**config.mk**
```make
export PLATFORM = sky130hd
export DESIGN_NAME = back_end
export DESIGN_NICKNAME = d
export VERILOG_FILES = /design/src/logic/isa_pkg.sv /design/src/logic/rob_pkg.sv /design/src/logic/int_rf.sv /design/src/logic/reg_status.sv /design/src/logic/issue_stage.sv /design/src/logic/alu_pipe.sv /design/src/logic/rob.sv /design/src/logic/back_end.sv
export VERILOG_INCLUDE_DIRS = /design/src /design/src/include
export SDC_FILE = /design/constraint.sdc
export NUM_CORES = 2
export LEC_CHECK = 0
export ABC_AREA = 1
export BUFFER_PORTS_ARGS = -buffer_cell sky130_fd_sc_hd__buf_2
export CORE_ASPECT_RATIO = 1.25
export CORE_UTILIZATION = 40
export CTS_BUF_LIST = sky130_fd_sc_hd__clkbuf_4 sky130_fd_sc_hd__clkbuf_8
export DETAILED_ROUTE_END_ITERATION = 8
export PLACE_DENSITY = 0.6
export SETUP_SLACK_MARGIN = 0.15
export SLEW_MARGIN = 20
export SYNTH_ARGS = -nofsm -noshare
export SYNTH_HDL_FRONTEND = slang
export SYNTH_SLANG_ARGS = --single-unit
```
**constraint.sdc**
```tcl
create_clock -name clk_i -period 10.6 [get_ports clk_i]
set_input_delay 2.65 -clock clk_i [delete_from_list [all_inputs] [get_ports clk_i]]
set_output_delay 2.65 -clock clk_i [all_outputs]
set_load 0.01 [all_outputs]
```
**src/include/backend_consts.svh**
```systemverilog
// integer back end sizing; ROB_DEPTH must stay a power of two, XLEN must be at least IMM_LEN
`ifndef BACKEND_CONSTS_SVH
`define BACKEND_CONSTS_SVH

// data word width
`define XLEN 32

// integer registers, x0 included
`define REG_N 32

// reorder buffer entries
`define ROB_DEPTH 8

// immediate field width, sign-extended at use
`define IMM_LEN 12

`endif

```
**src/logic/isa_pkg.sv**
```systemverilog
// instruction-level types for the integer back end; opcode encoding is fixed to 3 bits
`include "backend_consts.svh"

package isa_pkg;

    // one data word as held in registers and ROB
    typedef logic [`XLEN-1:0] word_t;

    // architectural register index
    typedef logic [$clog2(`REG_N)-1:0] reg_idx_t;

    // raw immediate, the issue stage sign-extends it
    typedef logic [`IMM_LEN-1:0] imm_t;

    // alu operations
    // shifts use only the low five bits of operand b
    // slt is signed and returns 1 or 0
    typedef enum logic [2:0] {
        OP_ADD = 3'd0,
        OP_SUB = 3'd1,
        OP_AND = 3'd2,
        OP_OR  = 3'd3,
        OP_XOR = 3'd4,
        OP_SLL = 3'd5,
        OP_SRL = 3'd6,
        OP_SLT = 3'd7
    } alu_op_t;

endpackage

```
**src/logic/rob_pkg.sv**
```systemverilog
// reorder buffer bookkeeping types; index width follows ROB_DEPTH which must be a power of two
`include "backend_consts.svh"

package rob_pkg;

    // entry index, wraps naturally at the buffer size
    typedef logic [$clog2(`ROB_DEPTH)-1:0] rob_idx_t;

    // occupancy counter, one bit wider than the index to hold a full buffer
    typedef logic [$clog2(`ROB_DEPTH):0] rob_cnt_t;

    // life cycle of an entry
    // free -> wait at allocation
    // wait -> done at alu write-back
    // done -> free at commit
    typedef enum logic [1:0] {
        ROB_FREE = 2'd0,
        ROB_WAIT = 2'd1,
        ROB_DONE = 2'd2
    } rob_state_t;

endpackage

```
**src/logic/int_rf.sv**
```systemverilog
// integer register file; reads are combinational with no write-through, x0 is hardwired to zero
`timescale 1ns/1ps
`include "backend_consts.svh"

module int_rf import isa_pkg::*; (
    input  logic     clk_i,
    input  logic     rst_n_i,
    // operand read ports
    input  reg_idx_t rs1_i,
    input  reg_idx_t rs2_i,
    output word_t    rs1_value_o,
    output word_t    rs2_value_o,
    // commit write port
    input  logic     wr_en_i,
    input  reg_idx_t wr_rd_i,
    input  word_t    wr_value_i
);

    // x0 has no storage
    word_t regs_q [1:`REG_N-1];

    always_ff @(posedge clk_i or negedge rst_n_i) begin
        if (!rst_n_i) begin
            // all registers start at zero
            for (int i = 1; i < `REG_N; i++) begin
                regs_q[i] <= '0;
            end
        end else if (wr_en_i && (wr_rd_i != '0)) begin
            // writes to x0 are dropped
            regs_q[wr_rd_i] <= wr_value_i;
        end
    end

    // x0 always reads zero
    assign rs1_value_o = (rs1_i == '0) ? '0 : regs_q[rs1_i];
    assign rs2_value_o = (rs2_i == '0) ? '0 : regs_q[rs2_i];

endmodule

```
**src/logic/reg_status.sv**
```systemverilog
// register status table; one producer per register, a same-cycle issue beats the commit clear
`timescale 1ns/1ps
`include "backend_consts.svh"

module reg_status import isa_pkg::*; import rob_pkg::*; (
    input  logic     clk_i,
    input  logic     rst_n_i,
    // rename request from issue
    input  logic     issue_valid_i,
    input  reg_idx_t issue_rd_i,
    input  rob_idx_t issue_tag_i,
    // source lookups
    input  reg_idx_t rs1_i,
    input  reg_idx_t rs2_i,
    output logic     rs1_busy_o,
    output logic     rs2_busy_o,
    output rob_idx_t rs1_tag_o,
    output rob_idx_t rs2_tag_o,
    // retire notification
    input  logic     comm_valid_i,
    input  reg_idx_t comm_rd_i,
    input  rob_idx_t comm_tag_i
);

    logic [`REG_N-1:0] busy_q;
    rob_idx_t          tag_q [`REG_N];

    logic set_en;
    logic clr_en;

    // x0 is never renamed
    assign set_en = issue_valid_i && (issue_rd_i != '0);

    // only the latest producer may release the register
    assign clr_en = comm_valid_i && busy_q[comm_rd_i] && (tag_q[comm_rd_i] == comm_tag_i);

    always_ff @(posedge clk_i or negedge rst_n_i) begin
        if (!rst_n_i) begin
            busy_q <= '0;
        end else begin
            if (clr_en) begin
                busy_q[comm_rd_i] <= 1'b0;
            end
            // placed after the clear so that a new rename of the same register wins
            if (set_en) begin
                busy_q[issue_rd_i] <= 1'b1;
            end
        end
    end

    // producer tags, meaningful only while busy
    always_ff @(posedge clk_i) begin
        if (set_en) begin
            tag_q[issue_rd_i] <= issue_tag_i;
        end
    end

    assign rs1_busy_o = busy_q[rs1_i];
    assign rs2_busy_o = busy_q[rs2_i];
    assign rs1_tag_o  = tag_q[rs1_i];
    assign rs2_tag_o  = tag_q[rs2_i];

    // x0 must stay available whatever issue and commit do
    x0_never_busy: assert property (
        @(posedge clk_i) disable iff (!rst_n_i) !busy_q[0]
    );

endmodule

```
**src/logic/issue_stage.sv**
```systemverilog
// in-order issue; stalls on any unfinished source since there are no reservation stations
`timescale 1ns/1ps

module issue_stage import isa_pkg::*; import rob_pkg::*; (
    input  logic     clk_i,
    input  logic     rst_n_i,
    // instruction from fetch
    input  logic     fetch_valid_i,
    input  alu_op_t  fetch_op_i,
    input  reg_idx_t fetch_rd_i,
    input  reg_idx_t fetch_rs1_i,
    input  reg_idx_t fetch_rs2_i,
    input  imm_t     fetch_imm_i,
    input  logic     fetch_use_imm_i,
    output logic     fetch_ready_o,
    // rob allocation and operand lookup
    input  rob_idx_t rob_tail_i,
    input  logic     rob_full_i,
    output rob_idx_t rob_rs1_tag_o,
    output rob_idx_t rob_rs2_tag_o,
    input  logic     rob_rs1_done_i,
    input  logic     rob_rs2_done_i,
    input  word_t    rob_rs1_value_i,
    input  word_t    rob_rs2_value_i,
    output logic     alloc_o,
    output reg_idx_t alloc_rd_o,
    // dispatch to the alu
    output logic     ex_valid_o,
    output alu_op_t  ex_op_o,
    output word_t    ex_opa_o,
    output word_t    ex_opb_o,
    output rob_idx_t ex_tag_o,
    // retiring entry
    input  logic     comm_valid_i,
    input  reg_idx_t comm_rd_i,
    input  word_t    comm_value_i,
    input  rob_idx_t comm_tag_i
);

    logic  rs1_busy;
    logic  rs2_busy;
    word_t rf_rs1_value;
    word_t rf_rs2_value;
    word_t imm_sext;
    logic  rs1_avail;
    logic  rs2_avail;
    logic  accept;

    reg_status u_reg_status (
        .clk_i        (clk_i),
        .rst_n_i      (rst_n_i),
        .issue_valid_i(accept),
        .issue_rd_i   (fetch_rd_i),
        .issue_tag_i  (rob_tail_i),
        .rs1_i        (fetch_rs1_i),
        .rs2_i        (fetch_rs2_i),
        .rs1_busy_o   (rs1_busy),
        .rs2_busy_o   (rs2_busy),
        .rs1_tag_o    (rob_rs1_tag_o),
        .rs2_tag_o    (rob_rs2_tag_o),
        .comm_valid_i (comm_valid_i),
        .comm_rd_i    (comm_rd_i),
        .comm_tag_i   (comm_tag_i)
    );

    int_rf u_int_rf (
        .clk_i      (clk_i),
        .rst_n_i    (rst_n_i),
        .rs1_i      (fetch_rs1_i),
        .rs2_i      (fetch_rs2_i),
        .rs1_value_o(rf_rs1_value),
        .rs2_value_o(rf_rs2_value),
        .wr_en_i    (comm_valid_i),
        .wr_rd_i    (comm_rd_i),
        .wr_value_i (comm_value_i)
    );

    // a source is usable from the rf when idle, from the rob once its producer is done
    // x0 is never busy so it is always available
    assign rs1_avail = !rs1_busy || rob_rs1_done_i;
    assign rs2_avail = fetch_use_imm_i || !rs2_busy || rob_rs2_done_i;

    assign fetch_ready_o = !rob_full_i && rs1_avail && rs2_avail;
    assign accept        = fetch_valid_i && fetch_ready_o;

    assign imm_sext = {{($bits(word_t) - $bits(imm_t)){fetch_imm_i[$bits(imm_t)-1]}}, fetch_imm_i};

    // every accepted instruction takes the tail entry
    assign alloc_o    = accept;
    assign alloc_rd_o = fetch_rd_i;

    // operand muxes
    assign ex_opa_o = rs1_busy ? rob_rs1_value_i : rf_rs1_value;
    assign ex_opb_o = fetch_use_imm_i ? imm_sext : (rs2_busy ? rob_rs2_value_i : rf_rs2_value);

    assign ex_valid_o = accept;
    assign ex_op_o    = fetch_op_i;
    assign ex_tag_o   = rob_tail_i;

endmodule

```
**src/logic/alu_pipe.sv**
```systemverilog
// two-stage integer alu with no stall input; a result appears exactly two cycles after dispatch
`timescale 1ns/1ps

module alu_pipe import isa_pkg::*; import rob_pkg::*; (
    input  logic     clk_i,
    input  logic     rst_n_i,
    input  logic     in_valid_i,
    input  alu_op_t  in_op_i,
    input  word_t    in_opa_i,
    input  word_t    in_opb_i,
    input  rob_idx_t in_tag_i,
    output logic     out_valid_o,
    output rob_idx_t out_tag_o,
    output word_t    out_result_o
);

    localparam int MSB = $bits(word_t) - 1;

    // stage one holds operands and decoded controls
    logic     s1_valid_q;
    alu_op_t  s1_op_q;
    word_t    s1_opa_q;
    word_t    s1_opb_q;
    rob_idx_t s1_tag_q;
    logic     s1_sub_q;
    logic [4:0] s1_shamt_q;

    word_t addsub;
    logic  slt_bit;
    word_t result;

    always_ff @(posedge clk_i or negedge rst_n_i) begin
        if (!rst_n_i) begin
            s1_valid_q  <= 1'b0;
            out_valid_o <= 1'b0;
        end else begin
            s1_valid_q  <= in_valid_i;
            out_valid_o <= s1_valid_q;
        end
    end

    always_ff @(posedge clk_i) begin
        s1_op_q    <= in_op_i;
        s1_opa_q   <= in_opa_i;
        s1_opb_q   <= in_opb_i;
        s1_tag_q   <= in_tag_i;
        // sub and slt share the subtracting adder
        s1_sub_q   <= (in_op_i == OP_SUB) || (in_op_i == OP_SLT);
        s1_shamt_q <= in_opb_i[4:0];
    end

    // a - b computed as a + ~b + 1
    assign addsub = s1_opa_q + (s1_opb_q ^ {$bits(word_t){s1_sub_q}}) + word_t'(s1_sub_q);

    // signs differ, so a is less exactly when it is negative
    assign slt_bit = (s1_opa_q[MSB] != s1_opb_q[MSB]) ? s1_opa_q[MSB] : addsub[MSB];

    always_comb begin
        case (s1_op_q)
            OP_ADD,
            OP_SUB:  result = addsub;
            OP_AND:  result = s1_opa_q & s1_opb_q;
            OP_OR:   result = s1_opa_q | s1_opb_q;
            OP_XOR:  result = s1_opa_q ^ s1_opb_q;
            OP_SLL:  result = s1_opa_q << s1_shamt_q;
            OP_SRL:  result = s1_opa_q >> s1_shamt_q;
            OP_SLT:  result = word_t'(slt_bit);
            default: result = '0;
        endcase
    end

    // stage two result register
    always_ff @(posedge clk_i) begin
        out_tag_o    <= s1_tag_q;
        out_result_o <= result;
    end

    // each dispatch returns its own tag two cycles later
    valid_two_later: assert property (
        @(posedge clk_i) disable iff (!rst_n_i)
        in_valid_i |-> ##2 (out_valid_o && (out_tag_o == $past(in_tag_i, 2)))
    );

    // and nothing comes out that was not dispatched
    no_spurious_out: assert property (
        @(posedge clk_i) disable iff (!rst_n_i)
        out_valid_o |-> $past(in_valid_i, 2)
    );

endmodule

```
**src/logic/rob.sv**
```systemverilog
// circular reorder buffer; one retire per cycle with no flush and no back-pressure on commit
`timescale 1ns/1ps
`include "backend_consts.svh"

module rob import isa_pkg::*; import rob_pkg::*; (
    input  logic     clk_i,
    input  logic     rst_n_i,
    // allocation at the tail
    input  logic     alloc_i,
    input  reg_idx_t alloc_rd_i,
    output rob_idx_t tail_o,
    output logic     full_o,
    // operand forwarding lookups
    input  rob_idx_t rs1_tag_i,
    input  rob_idx_t rs2_tag_i,
    output logic     rs1_done_o,
    output logic     rs2_done_o,
    output word_t    rs1_value_o,
    output word_t    rs2_value_o,
    // completion from the alu
    input  logic     wb_valid_i,
    input  rob_idx_t wb_tag_i,
    input  word_t    wb_value_i,
    // in-order retire
    output logic     comm_valid_o,
    output reg_idx_t comm_rd_o,
    output word_t    comm_value_o,
    output rob_idx_t comm_tag_o
);

    rob_state_t state_q [`ROB_DEPTH];
    reg_idx_t   rd_q    [`ROB_DEPTH];
    word_t      value_q [`ROB_DEPTH];

    rob_idx_t head_q;
    rob_idx_t tail_q;
    rob_cnt_t count_q;

    // the head retires as soon as its result is in
    assign comm_valid_o = (state_q[head_q] == ROB_DONE);
    assign comm_rd_o    = rd_q[head_q];
    assign comm_value_o = value_q[head_q];
    assign comm_tag_o   = head_q;

    assign tail_o = tail_q;
    assign full_o = (count_q == rob_cnt_t'(`ROB_DEPTH));

    always_ff @(posedge clk_i or negedge rst_n_i) begin
        if (!rst_n_i) begin
            for (int i = 0; i < `ROB_DEPTH; i++) begin
                state_q[i] <= ROB_FREE;
            end
            head_q  <= '0;
            tail_q  <= '0;
            count_q <= '0;
        end else begin
            if (alloc_i) begin
                state_q[tail_q] <= ROB_WAIT;
                tail_q          <= tail_q + 1'b1;
            end
            if (wb_valid_i) begin
                state_q[wb_tag_i] <= ROB_DONE;
            end
            if (comm_valid_o) begin
                state_q[head_q] <= ROB_FREE;
                head_q          <= head_q + 1'b1;
            end
            // allocate and retire in the same cycle leaves the count unchanged
            count_q <= count_q + rob_cnt_t'(alloc_i) - rob_cnt_t'(comm_valid_o);
        end
    end

    // destination and result payload
    always_ff @(posedge clk_i) begin
        if (alloc_i) begin
            rd_q[tail_q] <= alloc_rd_i;
        end
        if (wb_valid_i) begin
            value_q[wb_tag_i] <= wb_value_i;
        end
    end

    // forwarding is valid only once the entry has completed
    assign rs1_done_o  = (state_q[rs1_tag_i] == ROB_DONE);
    assign rs2_done_o  = (state_q[rs2_tag_i] == ROB_DONE);
    assign rs1_value_o = value_q[rs1_tag_i];
    assign rs2_value_o = value_q[rs2_tag_i];

    // issue must respect full
    no_alloc_when_full: assert property (
        @(posedge clk_i) disable iff (!rst_n_i) alloc_i |-> !full_o
    );

    // the alu may only complete an entry that is still waiting
    wb_to_waiting_entry: assert property (
        @(posedge clk_i) disable iff (!rst_n_i) wb_valid_i |-> (state_q[wb_tag_i] == ROB_WAIT)
    );

endmodule

```
**src/logic/back_end.sv**
```systemverilog
// integer-only back end top; commit is a one-cycle pulse and fetch_ready_o is the only stall
`timescale 1ns/1ps

module back_end import isa_pkg::*; import rob_pkg::*; (
    input  logic     clk_i,
    input  logic     rst_n_i,
    // fetch side
    input  logic     fetch_valid_i,
    input  alu_op_t  fetch_op_i,
    input  reg_idx_t fetch_rd_i,
    input  reg_idx_t fetch_rs1_i,
    input  reg_idx_t fetch_rs2_i,
    input  imm_t     fetch_imm_i,
    input  logic     fetch_use_imm_i,
    output logic     fetch_ready_o,
    // commit side
    output logic     comm_valid_o,
    output reg_idx_t comm_rd_o,
    output word_t    comm_value_o
);

    // issue and rob
    rob_idx_t rob_tail;
    logic     rob_full;
    rob_idx_t rob_rs1_tag;
    rob_idx_t rob_rs2_tag;
    logic     rob_rs1_done;
    logic     rob_rs2_done;
    word_t    rob_rs1_value;
    word_t    rob_rs2_value;
    logic     alloc;
    reg_idx_t alloc_rd;

    // issue to alu
    logic     ex_valid;
    alu_op_t  ex_op;
    word_t    ex_opa;
    word_t    ex_opb;
    rob_idx_t ex_tag;

    // alu write-back and retiring tag
    logic     wb_valid;
    rob_idx_t wb_tag;
    word_t    wb_value;
    rob_idx_t comm_tag;

    issue_stage u_issue_stage (
        .clk_i          (clk_i),
        .rst_n_i        (rst_n_i),
        .fetch_valid_i  (fetch_valid_i),
        .fetch_op_i     (fetch_op_i),
        .fetch_rd_i     (fetch_rd_i),
        .fetch_rs1_i    (fetch_rs1_i),
        .fetch_rs2_i    (fetch_rs2_i),
        .fetch_imm_i    (fetch_imm_i),
        .fetch_use_imm_i(fetch_use_imm_i),
        .fetch_ready_o  (fetch_ready_o),
        .rob_tail_i     (rob_tail),
        .rob_full_i     (rob_full),
        .rob_rs1_tag_o  (rob_rs1_tag),
        .rob_rs2_tag_o  (rob_rs2_tag),
        .rob_rs1_done_i (rob_rs1_done),
        .rob_rs2_done_i (rob_rs2_done),
        .rob_rs1_value_i(rob_rs1_value),
        .rob_rs2_value_i(rob_rs2_value),
        .alloc_o        (alloc),
        .alloc_rd_o     (alloc_rd),
        .ex_valid_o     (ex_valid),
        .ex_op_o        (ex_op),
        .ex_opa_o       (ex_opa),
        .ex_opb_o       (ex_opb),
        .ex_tag_o       (ex_tag),
        .comm_valid_i   (comm_valid_o),
        .comm_rd_i      (comm_rd_o),
        .comm_value_i   (comm_value_o),
        .comm_tag_i     (comm_tag)
    );

    alu_pipe u_alu_pipe (
        .clk_i       (clk_i),
        .rst_n_i     (rst_n_i),
        .in_valid_i  (ex_valid),
        .in_op_i     (ex_op),
        .in_opa_i    (ex_opa),
        .in_opb_i    (ex_opb),
        .in_tag_i    (ex_tag),
        .out_valid_o (wb_valid),
        .out_tag_o   (wb_tag),
        .out_result_o(wb_value)
    );

    // single execution unit writes the rob directly
    rob u_rob (
        .clk_i       (clk_i),
        .rst_n_i     (rst_n_i),
        .alloc_i     (alloc),
        .alloc_rd_i  (alloc_rd),
        .tail_o      (rob_tail),
        .full_o      (rob_full),
        .rs1_tag_i   (rob_rs1_tag),
        .rs2_tag_i   (rob_rs2_tag),
        .rs1_done_o  (rob_rs1_done),
        .rs2_done_o  (rob_rs2_done),
        .rs1_value_o (rob_rs1_value),
        .rs2_value_o (rob_rs2_value),
        .wb_valid_i  (wb_valid),
        .wb_tag_i    (wb_tag),
        .wb_value_i  (wb_value),
        .comm_valid_o(comm_valid_o),
        .comm_rd_o   (comm_rd_o),
        .comm_value_o(comm_value_o),
        .comm_tag_o  (comm_tag)
    );

endmodule

```
== Word level (Yosys, flattened, before mapping) ==
Memories as Yosys holds them, arrays and structs flattened.
Cells that the tools add are included.
Storage, ports and cells
  flip-flop bits (word level): 1163
  input bits: 34
  memories: 3
  memory bits (writable): 392
  output and inout bits: 39
  logic and storage cells: 198
Memories
  u_rob.value_q: words 8, width 32, read ports 3, clocked after memory_dff 0, wr ports 1, RTL line rob.sv:33  | word_t value_q [`ROB_DEPTH];
  u_issue_stage.u_reg_status.tag_q: words 32, width 3, read ports 3, clocked after memory_dff 0, wr ports 1, RTL line reg_status.sv:26  | rob_idx_t tag_q [`REG_N];
  u_rob.rd_q: words 8, width 5, read ports 1, clocked after memory_dff 0, wr ports 1, RTL line rob.sv:32  | reg_idx_t rd_q [`ROB_DEPTH];
Cells by class
  bitwise gates (word level): 23
  magnitude comparators: 18
  shifts and indexed selects: 2
  reductions and logical operators: 26
  equality and inequality tests: 15
  muxes and demuxes: 52
  $add $sub $neg: 6
Operators with widths (count)
  bitwise mux 992 bit: 1
  two-way mux 32 bit: 12
  binary-select mux 32 bit (select 5 bit): 2
  case mux 32 bit (7 select lines): 1
  demux 32 bit (select 5 bit): 1
  AND 32 bit: 2
  OR 32 bit: 2
  XOR 32 bit: 2
  two-way mux 16 bit: 3
  adder 32 x 1 -> 32 bit: 1
  adder 32 bit: 1
  NOT 32 bit: 1
  left shift 32 x 5 -> 32 bit: 1
  >> shifter 32 x 5 -> 32 bit: 1
  < comparator 5 x 6 -> 1 bit (second input constant): 4
  >= comparator 4 bit (second input constant): 5
  NOT 3 -> 4 bit: 5
  binary-select mux 2 bit (select 3 bit): 3
  demux 2 bit (select 3 bit): 3
  >= comparator 6 bit (second input constant): 3
  two-way mux 2 bit: 9
  NOT 5 -> 6 bit: 3
  AND 16 bit: 1
  AND 8 bit: 2
  26 further kinds: 73

== Depth between registers and ports, before layout ==
An unclocked memory read counts as a cell.
  depth after elaboration: 15
  mapped depth: 25

== Hierarchy ==
A second synthesis with hierarchy kept.
Unflattened totals
  cells, all modules: 14117
  area total of the unflattened synthesis: 94888.5 um2
Modules (own cells, without submodules)
  int_rf: area each 58377.2 um2, times used 1, cells each 9222, seq. area each 24823.8 um2
  rob: area each 17514.3 um2, times used 1, cells each 1993, seq. area each 9539.1 um2
  alu_pipe: area each 9475.3 um2, times used 1, cells each 1463, seq. area each 2172.1 um2
  reg_status: area each 8271.7 um2, times used 1, cells each 1151, seq. area each 3683.5 um2
  issue_stage: area each 1249.9 um2, times used 1, cells each 288, seq. area each 0.0 um2

== Worst setup path before layout ==
No wires, ideal clock.
  kind: input to output
  start point: input fetch_rs1_i[0]
  end point: output fetch_ready_o
  setup slack: 3652 ps
  stages on the path: 17
  path buffers: 4
  data arrival time: 4298 ps
  cells stage by stage: buf_4 > buf_2 > o21ai_0 > nand2_1 > a21oi_1 > nor2_1 > nand2_1 > nand2_1 > buf_2 > nand2_1 > nand2_1 > nand2_1 > nand3_1 > nand3_1 > nand2_1 > nor2_2 > buf_2
On the way
  cells in the longest elaborated chain, start to end: 9
  elaborated cells between the ends (all ways): 12
Ends and longest elaborated chain
  start, declared: RTL line back_end.sv:11  | input reg_idx_t fetch_rs1_i,
  memory read (32 x 3 bit)
  NOT 3 -> 4 bit (implied by the code): RTL line rob.sv:84  | assign rs1_done_o = (state_q[rs1_tag_i] == ROB_DONE);
  binary-select mux 2 bit (select 3 bit): RTL line rob.sv:84
  two-way mux 2 bit (implied by the code) (2 in series): RTL line rob.sv:84
  == test 2 bit: RTL line rob.sv:84
  logical OR 1 bit *: RTL line issue_stage.sv:80  | assign rs1_avail = !rs1_busy || rob_rs1_done_i;
  logical AND 1 bit * (2 in series): RTL line issue_stage.sv:83  | assign fetch_ready_o = !rob_full_i && rs1_avail && rs2_avail;
  end, declared: RTL line back_end.sv:15  | output logic fetch_ready_o,
Every way passes the cells marked *; elsewhere a longest branch is shown, timed or not. The select of a mux whose other input is x is not followed.

== Worst setup path in the final report ==
  start point: input fetch_rs2_i[0]
  end point: output fetch_ready_o
On the way
  cells in the longest elaborated chain, start to end: 8
  elaborated cells between the ends (all ways): 12
Ends and longest elaborated chain
  start, declared: RTL line back_end.sv:12  | input reg_idx_t fetch_rs2_i,
  memory read (32 x 3 bit)
  NOT 3 -> 4 bit (implied by the code): RTL line rob.sv:85  | assign rs2_done_o = (state_q[rs2_tag_i] == ROB_DONE);
  binary-select mux 2 bit (select 3 bit): RTL line rob.sv:85
  two-way mux 2 bit (implied by the code) (2 in series): RTL line rob.sv:85
  == test 2 bit: RTL line rob.sv:85
  logical OR 1 bit *: RTL line issue_stage.sv:81  | assign rs2_avail = fetch_use_imm_i || !rs2_busy || rob_rs2_done_i;
  logical AND 1 bit *: RTL line issue_stage.sv:83
Marks and branches as above.

==> metrics.md <==
| Metric | Value |
|---|---|
| Status | `finished with violations` |
| Failing checks | `DRC` |
| Worst Hold Launch | `u_alu_pipe.s1_tag_q[0]` |
| Final Hold Fails | `0` |
| Final setup violation count | `0` |
| Pre-CTS setup slack | `1.85 ns` |
| Sw power | `11.6 mW` |
| Hold Path Depth | `0` |
| CTS tree | `built` |
| Reg2Reg Depth | `16` |
| CP Launch Type | `input pin` |
| Crit path DAT | `6.14 ns` |
| Synth Instances | `11.6k` |
| Mean Syn Cell Area | `7.60 sq um` |
| Share of total power in the clock network | `23.6%` |
| Critical Path Fanout Max | `94` |
| Max cap viols | `0` |
| Synth warn | `0` |
| Slew Limit Fails | `0` |
| Seq/Total Area, Yosys | `45.5%` |
| Post-Syn Area | `88400 sq um` |
| CTS Sinks | `1550` |
| Total grt overflow | `0` |
| Routed WL per cell | `26.7 um` |
| Sequential share of power | `35.9%` |
| Post-cts resize count | `0` |
| Port bufs | `72` |
| Synth Area in Simple Gates | `16.7%` |
| Count leader, synth | `nand2_1` |
| CTS Buf Count | `267` |
| Post-route ant nets | `0` |
| Power Internal | `13.8 mW` |
| Total power divided by cell area | `263 nW/um^2` |
| Main synth FF type | `dfrtp_1` |
| FP Rows | `192` |
| GR Util All Layers | `33.2%` |
| Cts hold-fix bufs | `0` |
| Top post-synthesis cells by area | `dfrtp_1, edfxtp_1, o21ai_0` |
| Worst skew pair latency | `0.97 ns` |
| Antenna violations before repair | `10` |
| Via density | `6.13` |
| Global-route wire length before repair | `556000 um` |
| Starting Density | `40.3%` |
| Fmax | `114 MHz` |
| Clock transition at path regs | `0.05 ns` |
| Clock Path Buffers | `4` |
| Die W | `422 um` |
| Mux share of post-synthesis cell area | `0.170%` |
| Residual DRC | `2` |
| Reg2reg end | `u_issue_stage.u_int_rf.regs_q[302]` |
| Synth Area in XOR/XNOR | `0.585%` |
| Worst flop-to-flop path startpoint | `u_rob.comm_tag_o[1]` |
| Headroom to the max-slew limit | `15.3%` |
| Least-Margin Pin Slew | `1.27 ns` |
| Flop2flop setup slack | `4.52 ns` |
| Dominant cell type by area after synthesis | `dfrtp_1` |
| WL final | `383000 um` |
| Largest net degree at the start of global routing | `179` |
| Most frequent cells after synthesis | `nand2_1, o21ai_0, a21oi_1` |
| Req. time, crit path | `7.95 ns` |
| Area delta synth->final | `8.92%` |
| Post-synth EDFFs | `392` |
| Netlist cell types | `68` |
| Adder-Cell Fraction of Synth Area | `1.52%` |
| Drt first pass iters | `9` |
| Maximum vdd drop | `0.000300 V` |
| #FFs+latches synth | `1550` |
| Synth async-reset ratio | `67.9%` |
| Comb pwr share | `40.6%` |
| Hold Worst Slack | `0.325 ns` |
| Floorplan Core Area | `219000 sq um` |
| Unrepaired setup endpoints after global routing | `no` |
| Die Y | `527 um` |
| Postcts setup bufs | `0` |
| CTS H-tree depth | `5` |
| Critical Path Start | `fetch_rs2_i[0]` |
| Hpwl dp | `226000 um` |
| Period Utilization, post-route | `82.9%` |
| Main combinational cell family by area after synthesis | `compound AO/OA/AOI/OAI gates` |
| Hold Crit Class | `flop to flop` |
| Vias in the first global route | `82.8k` |
| GP Congestion | `0.961` |
| Post-synth top area share | `29.8%` |
| Final worst slack | `1.81 ns` |
| Clock period minus worst slack | `8.79 ns` |
| Starting DRT DRC Count | `12.7k` |
| Layout cells sized above 1 | `7.55%` |
| Compound-gate portion of the synthesized area | `26.4%` |
| DR vias | `87.8k` |
| Setup Crit Path Kind | `input pin to output port` |
| Layout Skew | `0.0933 ns` |
| IO Pins | `73` |
| Final nets | `11.3k` |
| Worst Hold End | `u_alu_pipe.out_tag_o[0]` |
| Setup TNS | `0 ns` |
| Root Driver | `clkbuf_8` |
| Leak | `40.4 nW` |
| Crit end category | `output port` |
| Switching fraction of total power | `45.7%` |
| Die Footprint | `223000 sq um` |
-- power groups by stage --
| stage | Sequential (mW) | Combinational [mW] | Clock, mW |
|---|---|---|---|
| finish | 9.09 | 10.3 | 5.97 |
| global route | 9.25 | 11.1 | 6.28 |
| CTS | 9.03 | 10.1 | 6.03 |
| detailed placement | 9.12 | 10.0 | 0 |
| global placement | 9.07 | 9.87 | 0 |
| floorplan | 8.75 | 6.26 | 0 |
-- registers in the layout, summed over array words and instances (netlist names), 32 cells and up --
name	count
u_alu_pipe.s1_opa_q	32
u_alu_pipe.s1_opb_q	32
u_issue_stage.u_int_rf.regs_q	992
u_issue_stage.u_reg_status.busy_q	32
u_alu_pipe.out_result_o	32
u_rob.rd_q	40
u_rob.value_q	256
u_issue_stage.u_reg_status.tag_q	96
-- worst max-delay path: stages --
cell and delay (ns):
buf_8 0.42, buf_4 0.75, nand2_1 0.12, nand3_1 0.11, nand3_1 0.08, nand3_1 0.16, nand3_1 0.21, nand2_4 0.62
nand2_1 0.11, nand2_1 0.10, nand2_1 0.05, nand3_1 0.08, nand2_1 0.05, nor2_1 0.10, nor2_2 0.05, buf_4 0.19
buf_2 0.16
-- per-stage QoR --
step | std cells | total power [mW] | cell area (sq um) | utilization (%)
2_1_floorplan | 11622 | 15.0 | 88400 | -
3_3_place_gp | 13839 | 18.9 | 90500 | 41.3
3_5_place_dp | 13839 | 19.1 | 90500 | 41.3
4_1_cts | 14311 | 25.1 | 96200 | 43.9
5_1_grt | 14316 | 26.6 | 96200 | 43.9
6_report | 14319 | 25.4 | 96200 | 43.9
-- cell families (layout without fill, tap and decap cells) --
kind of cell / count (synthesis) / in the layout
muxes: 15 / 15
DFF: 1550 / 1550
and+or+nand+nor: 3573 / 3573
xor gates and xnor gates: 59 / 59
adders and majority gates: 106 / 106
AOI/OAI and AO/OA: 4285 / 4285
buffers and inverters: 2031 / 1810
other: 1 / 11
-- layout make-up --
type                            instances  area [sq um]
Antenna cell                            8          20.0
Clock buffer                          407          5030
Clock inverter                         65           652
Fill cell                           21868        123000
Inverter                             1068          4050
Multi-Input combinational cell       8041         40600
Sequential cell                      1550         40200
Tap cell                             2910          3640
Timing Repair Buffer                  270          2080
-- routing by layer --
metal | wire length (um) | track usage (%)
met4 | 25000 | 19.7
met5 | 82 | 0
met2 | 171000 | 52.1
met3 | 40400 | 6.81
met1 | 146000 | 42.1
-- worst max path at each step --
stage                         end  slack (ns)  cells past startpoint
finish              fetch_ready_o        1.81                     17
global route        fetch_ready_o        1.44                     17
CTS                 fetch_ready_o        1.85                     17
detailed placement  fetch_ready_o        1.85                     17
global placement    fetch_ready_o        1.87                     18
floorplan           fetch_ready_o        3.65                     17
-- cells in the final DEF (no fill, tap or decap), drive strengths merged, types with 50 or more instances in the layout --
cell type and count:
clkbuf 407, dfxtp 106, a21oi 1228, nand3 725
o211ai 273, edfxtp 392, xor2 50, clkinv 59
dfrtp 1052, nand2 2345, a22oi 88, inv 1048
buf 270, ha 104, nor2 411, o21ai 2374
o221ai 68
(Power assumes the default switching activity.)
